### src/vsu_params.svh
/*
  Global sizing macros for the vector store unit:
  vector length, data and address widths, FIFO depth, counter width
*/
`ifndef VSU_PARAMS_SVH
`define VSU_PARAMS_SVH

//////////////////////////////////////////////////////////////////////
// Vector register geometry
//////////////////////////////////////////////////////////////////////

// Vector register length in bits
`define VSU_VLEN        256

// Element width on the lane and on the write channel
`define VSU_DATA_W      64

// Byte address width of the write channel
`define VSU_ADDR_W      32

// Elements buffered between lane and write channel
`define VSU_FIFO_DEPTH  4

// Holds VLEN/8 * 8 elements plus one
`define VSU_CNT_W       ($clog2(`VSU_VLEN) + 1)

`endif

### src/vsu_pkg.sv
/*
  Shared types of the vector store unit:
  store opcode and decoder state enums, field and payload types
*/
`include "vsu_params.svh"

package vsu_pkg;

  //////////////////////////////////////////////////////////////////////
  // Opcodes and states
  //////////////////////////////////////////////////////////////////////

  // Store addressing mode
  typedef enum logic {
    MODE_UNIT    = 1'b0,
    MODE_STRIDED = 1'b1
  } vsu_mode_e;

  // Command decoder FSM
  typedef enum logic {
    DEC_IDLE   = 1'b0,
    DEC_ACTIVE = 1'b1
  } vsu_dec_state_e;

  //////////////////////////////////////////////////////////////////////
  // Field types
  //////////////////////////////////////////////////////////////////////

  // Width code, 0..3 map to 8/16/32/64 bits, 4..7 illegal
  typedef logic [2:0] vsu_sew_t;

  // LMUL code, 0..3 are 1/2/4/8, 5..7 are 1/8..1/2, 4 reserved
  // Read as signed it is log2(LMUL)
  typedef logic [2:0] vsu_lmul_t;

  // Element counters
  typedef logic [`VSU_CNT_W-1:0] vsu_cnt_t;

  // Byte addresses and element payload
  typedef logic [`VSU_ADDR_W-1:0] vsu_addr_t;
  typedef logic [`VSU_DATA_W-1:0] vsu_data_t;

endpackage : vsu_pkg

### src/vmem_store_unit.sv
/*
  Vector store unit top: command decoder, element FIFO, write streamer
*/
`timescale 1ns/1ps

module vmem_store_unit (
  input  logic                  clk,
  input  logic                  rstn,
  // Scheduler command
  input  logic                  cmd_valid_i,
  output logic                  cmd_ready_o,
  input  vsu_pkg::vsu_mode_e    cmd_mode_i,
  input  vsu_pkg::vsu_sew_t     cmd_sew_i,
  input  vsu_pkg::vsu_sew_t     cmd_eew_i,
  input  vsu_pkg::vsu_lmul_t    cmd_lmul_i,
  input  vsu_pkg::vsu_addr_t    cmd_base_i,
  input  vsu_pkg::vsu_addr_t    cmd_stride_i,
  // Vector lane
  input  logic                  lane_valid_i,
  output logic                  lane_ready_o,
  input  vsu_pkg::vsu_data_t    lane_data_i,
  // Write channel
  output logic                  wr_valid_o,
  input  logic                  wr_ready_i,
  output vsu_pkg::vsu_addr_t    wr_addr_o,
  output vsu_pkg::vsu_data_t    wr_data_o,
  output vsu_pkg::vsu_sew_t     wr_size_o,
  output logic                  wr_last_o,
  // Status
  output logic                  done_o,
  output logic                  cmd_err_o
);

  logic                store_start;
  logic                store_done;
  vsu_pkg::vsu_cnt_t   elem_cnt;
  vsu_pkg::vsu_addr_t  base_addr;
  vsu_pkg::vsu_addr_t  addr_step;
  vsu_pkg::vsu_sew_t   elem_size;
  vsu_pkg::vsu_data_t  fifo_head;
  logic                fifo_not_empty;
  logic                fifo_pop;

  assign done_o = store_done;

  vsu_cmd_decode u_dec (
    .clk           (clk),
    .rstn          (rstn),
    .cmd_valid_i   (cmd_valid_i),
    .cmd_ready_o   (cmd_ready_o),
    .cmd_mode_i    (cmd_mode_i),
    .cmd_sew_i     (cmd_sew_i),
    .cmd_eew_i     (cmd_eew_i),
    .cmd_lmul_i    (cmd_lmul_i),
    .cmd_base_i    (cmd_base_i),
    .cmd_stride_i  (cmd_stride_i),
    .cmd_err_o     (cmd_err_o),
    .store_start_o (store_start),
    .elem_cnt_o    (elem_cnt),
    .base_addr_o   (base_addr),
    .addr_step_o   (addr_step),
    .elem_size_o   (elem_size),
    .store_done_i  (store_done)
  );

  vsu_elem_fifo u_fifo (
    .clk           (clk),
    .rstn          (rstn),
    .store_start_i (store_start),
    .elem_cnt_i    (elem_cnt),
    .lane_valid_i  (lane_valid_i),
    .lane_ready_o  (lane_ready_o),
    .lane_data_i   (lane_data_i),
    .pop_i         (fifo_pop),
    .head_o        (fifo_head),
    .not_empty_o   (fifo_not_empty)
  );

  vsu_write_streamer u_wr (
    .clk           (clk),
    .rstn          (rstn),
    .store_start_i (store_start),
    .elem_cnt_i    (elem_cnt),
    .base_addr_i   (base_addr),
    .addr_step_i   (addr_step),
    .elem_size_i   (elem_size),
    .head_i        (fifo_head),
    .not_empty_i   (fifo_not_empty),
    .pop_o         (fifo_pop),
    .wr_valid_o    (wr_valid_o),
    .wr_ready_i    (wr_ready_i),
    .wr_addr_o     (wr_addr_o),
    .wr_data_o     (wr_data_o),
    .wr_size_o     (wr_size_o),
    .wr_last_o     (wr_last_o),
    .store_done_o  (store_done)
  );

endmodule : vmem_store_unit

### src/vsu_cmd_decode.sv
/*
  Store command decoder: command handshake, EMUL legality check,
  element count and address step, busy tracking of the running store
*/
`timescale 1ns/1ps
`include "vsu_params.svh"

module vsu_cmd_decode (
  input  logic                    clk,
  input  logic                    rstn,
  // Scheduler command
  input  logic                    cmd_valid_i,
  output logic                    cmd_ready_o,
  input  vsu_pkg::vsu_mode_e      cmd_mode_i,
  input  vsu_pkg::vsu_sew_t       cmd_sew_i,
  input  vsu_pkg::vsu_sew_t       cmd_eew_i,
  input  vsu_pkg::vsu_lmul_t      cmd_lmul_i,
  input  vsu_pkg::vsu_addr_t      cmd_base_i,
  input  vsu_pkg::vsu_addr_t      cmd_stride_i,
  output logic                    cmd_err_o,
  // Store setup towards FIFO and streamer
  output logic                    store_start_o,
  output vsu_pkg::vsu_cnt_t       elem_cnt_o,
  output vsu_pkg::vsu_addr_t      base_addr_o,
  output vsu_pkg::vsu_addr_t      addr_step_o,
  output vsu_pkg::vsu_sew_t       elem_size_o,
  input  logic                    store_done_i
);

  // Elements in one register at SEW 8
  localparam int unsigned VL_SEW8 = `VSU_VLEN / 8;

  vsu_pkg::vsu_dec_state_e state_q, state_d;

  logic                    accept;
  logic                    legal;
  logic signed [4:0]       emul;
  logic [2:0]              lmul_frac_sh;
  vsu_pkg::vsu_cnt_t       vl_sew;
  vsu_pkg::vsu_cnt_t       vl;
  vsu_pkg::vsu_addr_t      step;

  logic                    start_q;
  logic                    err_q;
  vsu_pkg::vsu_cnt_t       cnt_q;
  vsu_pkg::vsu_addr_t      base_q;
  vsu_pkg::vsu_addr_t      step_q;
  vsu_pkg::vsu_sew_t       size_q;

  assign cmd_ready_o = (state_q == vsu_pkg::DEC_IDLE);
  assign accept      = cmd_valid_i && cmd_ready_o;

  //////////////////////////////////////////////////////////////////////
  // Legality and element count
  //////////////////////////////////////////////////////////////////////

  always_comb begin
    // log2(EEW/SEW) + log2(LMUL), LMUL code read as signed
    emul = $signed({3'b000, cmd_eew_i[1:0]}) - $signed({3'b000, cmd_sew_i[1:0]})
         + $signed({{2{cmd_lmul_i[2]}}, cmd_lmul_i});

    // VL = VLEN * LMUL / SEW
    lmul_frac_sh = 3'd0 - cmd_lmul_i;
    vl_sew       = vsu_pkg::vsu_cnt_t'(VL_SEW8) >> cmd_sew_i[1:0];
    if (cmd_lmul_i[2]) begin
      vl = vl_sew >> lmul_frac_sh;
    end else begin
      vl = vl_sew << cmd_lmul_i[1:0];
    end

    legal = !cmd_sew_i[2] && !cmd_eew_i[2] && (cmd_lmul_i != 3'd4) &&
            (emul >= -5'sd3) && (emul <= 5'sd3) && (vl != '0);

    // Unit stride walks by one element of EEW bytes
    if (cmd_mode_i == vsu_pkg::MODE_STRIDED) begin
      step = cmd_stride_i;
    end else begin
      step = vsu_pkg::vsu_addr_t'(1) << cmd_eew_i[1:0];
    end
  end

  //////////////////////////////////////////////////////////////////////
  // FSM
  //////////////////////////////////////////////////////////////////////

  always_comb begin
    state_d = state_q;
    case (state_q)
      vsu_pkg::DEC_IDLE: begin
        if (accept) begin
          state_d = vsu_pkg::DEC_ACTIVE;
        end
      end
      vsu_pkg::DEC_ACTIVE: begin
        // Rejected command or last beat accepted
        if (err_q || store_done_i) begin
          state_d = vsu_pkg::DEC_IDLE;
        end
      end
      default: state_d = vsu_pkg::DEC_IDLE;
    endcase
  end

  always_ff @(posedge clk or negedge rstn) begin
    if (!rstn) begin
      state_q <= vsu_pkg::DEC_IDLE;
      start_q <= 1'b0;
      err_q   <= 1'b0;
    end else begin
      state_q <= state_d;
      start_q <= accept && legal;
      err_q   <= accept && !legal;
    end
  end

  // Command result, held for the whole store
  always_ff @(posedge clk) begin
    if (accept) begin
      cnt_q  <= vl;
      base_q <= cmd_base_i;
      step_q <= step;
      size_q <= cmd_eew_i;
    end
  end

  assign store_start_o = start_q;
  assign cmd_err_o     = err_q;
  assign elem_cnt_o    = cnt_q;
  assign base_addr_o   = base_q;
  assign addr_step_o   = step_q;
  assign elem_size_o   = size_q;

  // Completion only for a store that was started earlier
  a_done_when_active : assert property (@(posedge clk) disable iff (!rstn)
    store_done_i |-> (state_q == vsu_pkg::DEC_ACTIVE) && !start_q);

endmodule : vsu_cmd_decode

### src/vsu_elem_fifo.sv
/*
  Element FIFO between the vector lane and the write streamer,
  with per-store admission limit on the lane side
*/
`timescale 1ns/1ps
`include "vsu_params.svh"

module vsu_elem_fifo (
  input  logic                  clk,
  input  logic                  rstn,
  input  logic                  store_start_i,
  input  vsu_pkg::vsu_cnt_t     elem_cnt_i,
  // Lane side
  input  logic                  lane_valid_i,
  output logic                  lane_ready_o,
  input  vsu_pkg::vsu_data_t    lane_data_i,
  // Streamer side
  input  logic                  pop_i,
  output vsu_pkg::vsu_data_t    head_o,
  output logic                  not_empty_o
);

  localparam int unsigned DEPTH = `VSU_FIFO_DEPTH;
  localparam int unsigned PTR_W = (DEPTH > 1) ? $clog2(DEPTH) : 1;
  localparam int unsigned CNT_W = $clog2(DEPTH + 1);

  vsu_pkg::vsu_data_t   mem [DEPTH];
  logic [PTR_W-1:0]     wr_ptr_q;
  logic [PTR_W-1:0]     rd_ptr_q;
  logic [CNT_W-1:0]     count_q;
  vsu_pkg::vsu_cnt_t    remain_q;
  logic                 full;
  logic                 push;

  function automatic logic [PTR_W-1:0] ptr_inc(input logic [PTR_W-1:0] ptr);
    return (ptr == PTR_W'(DEPTH - 1)) ? '0 : ptr + 1'b1;
  endfunction

  // Lane is held off when full or when all VL elements are in
  assign full         = (count_q == CNT_W'(DEPTH));
  assign lane_ready_o = !full && (remain_q != '0);
  assign push         = lane_valid_i && lane_ready_o;

  assign not_empty_o  = (count_q != '0);
  assign head_o       = mem[rd_ptr_q];

  always_ff @(posedge clk) begin
    if (push) begin
      mem[wr_ptr_q] <= lane_data_i;
    end
  end

  always_ff @(posedge clk or negedge rstn) begin
    if (!rstn) begin
      wr_ptr_q <= '0;
      rd_ptr_q <= '0;
      count_q  <= '0;
      remain_q <= '0;
    end else begin
      if (push) begin
        wr_ptr_q <= ptr_inc(wr_ptr_q);
      end
      if (pop_i) begin
        rd_ptr_q <= ptr_inc(rd_ptr_q);
      end
      case ({push, pop_i})
        2'b10:   count_q <= count_q + 1'b1;
        2'b01:   count_q <= count_q - 1'b1;
        default: count_q <= count_q;
      endcase
      // Elements still expected from the lane for this store
      if (store_start_i) begin
        remain_q <= elem_cnt_i;
      end else if (push) begin
        remain_q <= remain_q - 1'b1;
      end
    end
  end

  a_no_pop_empty : assert property (@(posedge clk) disable iff (!rstn)
    pop_i |-> not_empty_o);

  // New store begins on a drained FIFO with the previous lane count used up
  a_start_drained : assert property (@(posedge clk) disable iff (!rstn)
    store_start_i |-> !not_empty_o && (remain_q == '0));

endmodule : vsu_elem_fifo

### src/vsu_write_streamer.sv
/*
  Write streamer: one write beat per buffered element,
  running address, last-beat flag and store completion
*/
`timescale 1ns/1ps

module vsu_write_streamer (
  input  logic                  clk,
  input  logic                  rstn,
  // Store setup from the decoder
  input  logic                  store_start_i,
  input  vsu_pkg::vsu_cnt_t     elem_cnt_i,
  input  vsu_pkg::vsu_addr_t    base_addr_i,
  input  vsu_pkg::vsu_addr_t    addr_step_i,
  input  vsu_pkg::vsu_sew_t     elem_size_i,
  // FIFO head
  input  vsu_pkg::vsu_data_t    head_i,
  input  logic                  not_empty_i,
  output logic                  pop_o,
  // Write channel
  output logic                  wr_valid_o,
  input  logic                  wr_ready_i,
  output vsu_pkg::vsu_addr_t    wr_addr_o,
  output vsu_pkg::vsu_data_t    wr_data_o,
  output vsu_pkg::vsu_sew_t     wr_size_o,
  output logic                  wr_last_o,
  output logic                  store_done_o
);

  vsu_pkg::vsu_addr_t  addr_q;
  vsu_pkg::vsu_cnt_t   remain_q;
  logic                beat;

  //////////////////////////////////////////////////////////////////////
  // Beat generation
  //////////////////////////////////////////////////////////////////////

  // Any buffered element is offered straight away
  assign wr_valid_o = not_empty_i;
  assign beat       = wr_valid_o && wr_ready_i;

  // Head leaves the FIFO only once the beat is taken
  assign pop_o      = beat;

  assign wr_addr_o  = addr_q;
  assign wr_data_o  = head_i;
  assign wr_size_o  = elem_size_i;
  assign wr_last_o  = (remain_q == vsu_pkg::vsu_cnt_t'(1));

  assign store_done_o = beat && wr_last_o;

  //////////////////////////////////////////////////////////////////////
  // Address and beat counters
  //////////////////////////////////////////////////////////////////////

  // base + k*step, wraps at the address width
  always_ff @(posedge clk) begin
    if (store_start_i) begin
      addr_q <= base_addr_i;
    end else if (beat) begin
      addr_q <= addr_q + addr_step_i;
    end
  end

  always_ff @(posedge clk or negedge rstn) begin
    if (!rstn) begin
      remain_q <= '0;
    end else if (store_start_i) begin
      remain_q <= elem_cnt_i;
    end else if (beat) begin
      remain_q <= remain_q - 1'b1;
    end
  end

  // Stalled beat keeps its address and FIFO head
  a_stall_stable : assert property (@(posedge clk) disable iff (!rstn)
    wr_valid_o && !wr_ready_i |=> wr_valid_o && $stable(wr_addr_o) && $stable(wr_data_o));

endmodule : vsu_write_streamer
### config.mk
export PLATFORM = sky130hd
export DESIGN_NAME = vmem_store_unit
export DESIGN_NICKNAME = d
export VERILOG_FILES = /design/src/vsu_pkg.sv /design/src/vmem_store_unit.sv /design/src/vsu_cmd_decode.sv /design/src/vsu_elem_fifo.sv /design/src/vsu_write_streamer.sv
export VERILOG_INCLUDE_DIRS = /design/src /design/src/src
export SDC_FILE = /design/constraint.sdc
export NUM_CORES = 1
export LEC_CHECK = 0
export ABC_AREA = 1
export BUFFER_PORTS_ARGS = -buffer_cell sky130_fd_sc_hd__clkbuf_2
export CAP_MARGIN = 20
export CORE_MARGIN = 4
export CORE_UTILIZATION = 40
export CTS_BUF_LIST = sky130_fd_sc_hd__clkbuf_4 sky130_fd_sc_hd__clkbuf_8
export DETAILED_ROUTE_END_ITERATION = 6
export HOLD_SLACK_MARGIN = 0.12
export PLACE_DENSITY = 0.68
export SLEW_MARGIN = 30
export SYNTH_ARGS = -nofsm -noshare
export SYNTH_HDL_FRONTEND = slang
export SYNTH_SLANG_ARGS = --single-unit
### constraint.sdc
create_clock -name clk -period 12.4 [get_ports clk]
set_clock_uncertainty 0.1 [all_clocks]
set_input_delay 1.24 -clock clk [delete_from_list [all_inputs] [get_ports clk]]
set_output_delay 1.24 -clock clk [all_outputs]
set_load 0.02 [all_outputs]
==> Word-level counts from Yosys, hierarchy flattened <==
Memory sizes are Yosys's and may differ from the RTL's.
Cells that the tools add are included.
{ "word_totals": {"regBits": 136, "ramBits": 256, "in_bits": 143, "out_inout_bits": 105, "memories": 1} }
{ "classes": {"addsub": 10, "magnitude_cmp": 2, "n_eq_ne": 7, "shifts": 4, "muxes": 16, "bitwise_logic": 1, "n_reduce_logical": 23} }
{ "mem_list": {"columns": ["name", "depth", "width", "rd", "rd_clocked_by_memory_dff", "write_ports", "line", "rtl"], "rows": [
  ["u_fifo.mem", 4, 64, 1, 0, 1, "vsu_elem_fifo.sv:27", "vsu_pkg::vsu_data_t mem [DEPTH];"]
]} }
{ "ops": {"columns": ["operator", "count"], "rows": [
  ["$mux 32", 3],
  ["$mux 9", 5],
  ["$add 32x32->32", 1],
  ["$shl 1x2->32 const A", 1],
  ["$reduce_bool 9->1", 2],
  ["$sub 9x1->9 const B", 2],
  ["$logic_and 1x1->1", 12],
  ["$eq 9x1->1 const B", 1],
  ["$shl 9x2->9", 1],
  ["$shr 6x2->9 const A", 1],
  ["$shr 9x3->9", 1],
  ["$eq 2x2->1 const B", 3],
  ["$pmux 3 s2", 1],
  ["$reduce_bool 2->1", 3],
  ["$ge 5x3->1 const B", 1],
  ["$le 5x3->1 const B", 1],
  ["$add 2x1->2 const B", 2],
  ["$add 3x3->4", 1],
  ["$logic_not 1->1", 4],
  ["$mux 1", 4],
  ["$mux 2", 2],
  ["$add 3x1->3 const B", 1],
  ["$eq 3x3->1 const B", 1],
  ["$ne 3x3->1 const B", 1],
  ["8 further kinds", 8]
]} }

==> Depth between registers and ports, before layout <==
{ "logic_depth": {"ltp_word": 8, "mapped_depth": 13} }

==> Modules after synthesis <==
Synthesis repeated with hierarchy kept, for this count alone.
{ "hier_totals": {"cells_unflattened": 1792, "hier_area_um2": 18499.0} }
{ "modules_own_cells": {"columns": ["mod", "instances", "cells_per_inst", "area_per_inst_um2", "seq_area_each_um2"], "rows": [
  ["vsu_elem_fifo", 1, 767, 10482.6, 8087.8],
  ["vsu_write_streamer", 1, 755, 4719.5, 1186.1],
  ["vsu_cmd_decode", 1, 270, 3296.9, 2357.3]
]} }

==> Worst setup path after synthesis <==
OpenSTA, ideal clock, no wires.
{ "synth_path": {"kind": "input port to flip-flop", "from": "input port lane_valid_i", "to": "memory u_fifo.mem[0][0] (netlist bit) (enable)", "setup_ns": 0.486, "arrival_ns": 4.017, "required_ns": 11.814, "slack_ns": 7.796, "cell_stages": 2, "path_buffers": 0, "cell_sequence": "nand2_4 > nor2_1"} }
{ "synth_between": {"elab_chain_cells": 3} }
{ "synth_lines": {"columns": ["element", "line", "rtl"], "rows": [
  ["start: declaration", "vmem_store_unit.sv:19", "input logic lane_valid_i,"],
  ["$logic_and 1x1->1", "vsu_elem_fifo.sv:42", "assign push = lane_valid_i && lane_ready_o;"],
  ["$mux 1", "vsu_elem_fifo.sv:48", "if (push) begin"],
  ["$mux 1 (implied by the code)", "vsu_elem_fifo.sv:49", "mem[wr_ptr_q] <= lane_data_i;"],
  ["end: declaration", "vsu_elem_fifo.sv:27", null]
]} }
No other way between the ends.

==> Final worst setup path <==
{ "layout_path": {"from": "register u_fifo.rd_ptr_q[0]", "to": "output port wr_data_o[21]"} }
{ "layout_between": {"elab_chain_cells": 1} }
{ "layout_lines": {"columns": ["element", "line", "rtl"], "rows": [
  ["start: declaration", "vsu_elem_fifo.sv:29", "logic [PTR_W-1:0] rd_ptr_q;"],
  ["start signal: assignment", "vsu_elem_fifo.sv:64", "rd_ptr_q <= ptr_inc(rd_ptr_q);"],
  ["$mem_v2 4x64", null, null],
  ["end: declaration", "vmem_store_unit.sv:26", "output vsu_pkg::vsu_data_t wr_data_o,"]
]} }
No other way between the ends.

==> summary.txt <==
peak supply drop -> 0.162 mV
layout cells sized above 1 -> 0.204
actual slew at the worst max-slew pin -> 0.917 ns
antenna-violating nets left -> 0
Flop pwr share -> 0.366
Async SR Flop Fraction -> 0.0714
TNS Setup -> 0 ns
TritonCTS buffer count -> 68
row count -> 77
post-synthesis sequential area ratio -> 0.651
Resize count post-CTS -> 0
CP Class -> register to output port
Req. time, crit path -> 11.06 ns
Initial DRT Pass Iterations -> 5
initial core utilization -> 0.404
largest net degree at the start of global routing -> 91
initial antenna violation count -> 4
clock buffer depth -> 3
Leak -> 8.99 nW
Post-synth EDFFs -> 364
Max Fclk -> 223 MHz
I/O pin total -> 248
GP Congestion -> 0.930
core area -> 44200 um2
nets -> 2173
DRT Wirelength -> 44000 um
synth-to-layout area growth -> 18.2%
synthesis-stage register bit count -> 392
Primary FF master, synth -> edfxtp_1
final hold violations -> 0
Post-DP Area -> 19800 um2
Util after Layout -> 0.478
I/O Buffers -> 247
Max-cap violations -> 0
switching pwr -> 2.21 mW
final slew viol count -> 0
Pwr per Cell Area -> 253 nW/um2
Tot GR Track Use -> 0.182
most common cell after layout, fill and taps aside -> nand2_1
global-route wire length before repair -> 68700 um
Synth Area per Inst -> 10.5 um2
worst hold path class -> register to register
synth warn -> 0
min setup slack post-route -> 7.92 ns
Max FO, Critical Path -> 90
syn_nets -> 1900
GRT Residual Overflow -> 0
Clock Sinks -> 392
DR iter-0 viols -> 923
setup bufs post-CTS -> 0
Final Cycle Share -> 0.362
WP data arrival -> 3.14 ns
Clock Latency Late Sink -> 0.65 ns
Hold Buf Count CTS -> 0
number of vias per cell -> 4.97
Cell Int Power -> 3.13 mW
unrepaired setup endpoints after global routing -> false
clock power share -> 0.220
final setup fails -> 0
vias in the first global route -> 13.0k
hpwl dp -> 28200 um
commonest cells after routing, fill and taps aside -> nand2_1, edfxtp_1, clkbuf_2, inv_1, nor2_1
Total Power -> 5.34 mW
Post-Layout Cell Count -> 2623
Die Ht -> 219 um
hold_ws -> 0.416 ns
post-route cell area -> 21100 um2
switch share -> 0.414
die extent in x -> 219 um
fin crit period -> 4.48 ns
status -> complete, no violations
placed insts -> 2502
wire length per cell -> 16.8 um
die area -> 48100 um2
DRC errors left -> 0
H-tree Lvls -> 3
Critical Path Start Type -> register
library cells used by synthesis -> 40
pre-CTS setup slack -> 8.57 ns
# fillers -> 3993
Clock Tree Root -> clkbuf_8
Worst-path clk slew -> 0.06 ns
Logic pwr share -> 0.413
synthesized cell area -> 17900 um2
Gate Count Post-Synth -> 1707
CTS tree -> built
CP endpoint kind -> output port
via count -> 13.0k
Worst slew margin -> 0.388
==> synth_stat cells (4+ instances only) <==
master,n,area (um2)
dfrtp_1,28,701
xnor2_1,11,96.3
nor2_2,10,62.6
nand2_2,7,43.8
edfxtp_1,364,10900
nand2_1,387,1450
ha_1,46,576
or2_2,6,37.5
inv_2,6,22.5
nor3_1,11,55.1
nand4_1,8,50.1
nand3_1,70,350
xor2_1,6,52.6
fa_1,4,80.1
clkbuf_1,40,150
nand3_2,7,70.1
a21oi_1,23,115
and2_1,5,31.3
o21ai_1,8,40.0
buf_1,4,15.0
inv_1,209,785
buf_2,11,55.1
o22ai_1,64,400
o211ai_1,11,82.6
nor2_1,195,732
o21ai_0,149,746
==> worst max-delay path, stage by stage (launching register included) <==
cell and delay (ns):
dfrtp_4 0.59, clkinv_2 0.41, buf_4 0.76, o21ai_0 0.21, o22ai_1 0.19, clkbuf_2 0.23
==> power groups by stage <==
| stage | clock network [mW] | registers (mW) | logic [mW] |
|---|---|---|---|
| global route | 1.28 | 1.98 | 2.48 |
| global placement | 0 | 1.98 | 2.17 |
| detailed placement | 0 | 1.98 | 2.22 |
| floorplan | 0 | 2.02 | 1.46 |
| finish | 1.18 | 1.96 | 2.21 |
| CTS | 1.21 | 1.96 | 2.23 |
==> worst paths after layout <==
kind,from,to,slack (ns),cells after the start
setup / recovery,u_fifo.rd_ptr_q[0],wr_data_o[21],7.92,5
hold / removal,u_fifo.remain_q[8],u_fifo.remain_q[8],0.42,2
setup reg to reg,u_fifo.remain_q[0],u_fifo.count_q[2],9.75,12
hold reg to reg,u_fifo.remain_q[8],u_fifo.remain_q[8],0.42,2
max in group asynchronous,rstn,u_fifo.rd_ptr_q[0],11.06,1
min in group asynchronous,rstn,u_dec.state_q,0.57,1
==> registers in the layout, summed over array words and instances (netlist names) <==
signal	cells
u_fifo.mem	256
u_dec.addr_step_o	32
u_dec.base_addr_o	32
u_wr.wr_addr_o	32
u_dec.elem_cnt_o	9
u_fifo.remain_q	9
u_wr.remain_q	9
u_dec.elem_size_o	3
u_fifo.count_q	3
u_fifo.rd_ptr_q	2
u_fifo.wr_ptr_q	2
u_dec.cmd_err_o	1
u_dec.state_q	1
u_dec.store_start_o	1
==> final cells by class <==
type,count,area [um2],area share
clock inverters,32,268,0.0127
well taps,592,741,0.0351
multi-input cells,1044,5230,0.248
repair buffers,259,1360,0.0643
flip-flops and latches,392,11600,0.551
diodes,2,5.00,0.000237
clock buffers,87,1080,0.0510
inverters,215,808,0.0383
==> kinds of logic after synthesis <==
family | count (synthesis) | synth area share
AO/OA/AOI/OAI | 266 | 0.0825
XOR/XNOR | 17 | 0.00833
adder cells (fa/ha/maj) | 50 | 0.0367
buffers and inverters | 271 | 0.0582
flip-flops | 392 | 0.651
AND/OR/NAND/NOR | 711 | 0.164
==> metal layers <==
metal / vias to the layer above / part of all wire / GRT usage
li1: 6336 / - / -
met1: 6171 / 0.41 / 0.224
met2: 438 / 0.47 / 0.292
met3: 86 / 0.091 / 0.0672
met4: 4 / 0.029 / 0.0729
met5: - / 0.00055 / 0
No activity file was read; power rests on OpenSTA's default activity.
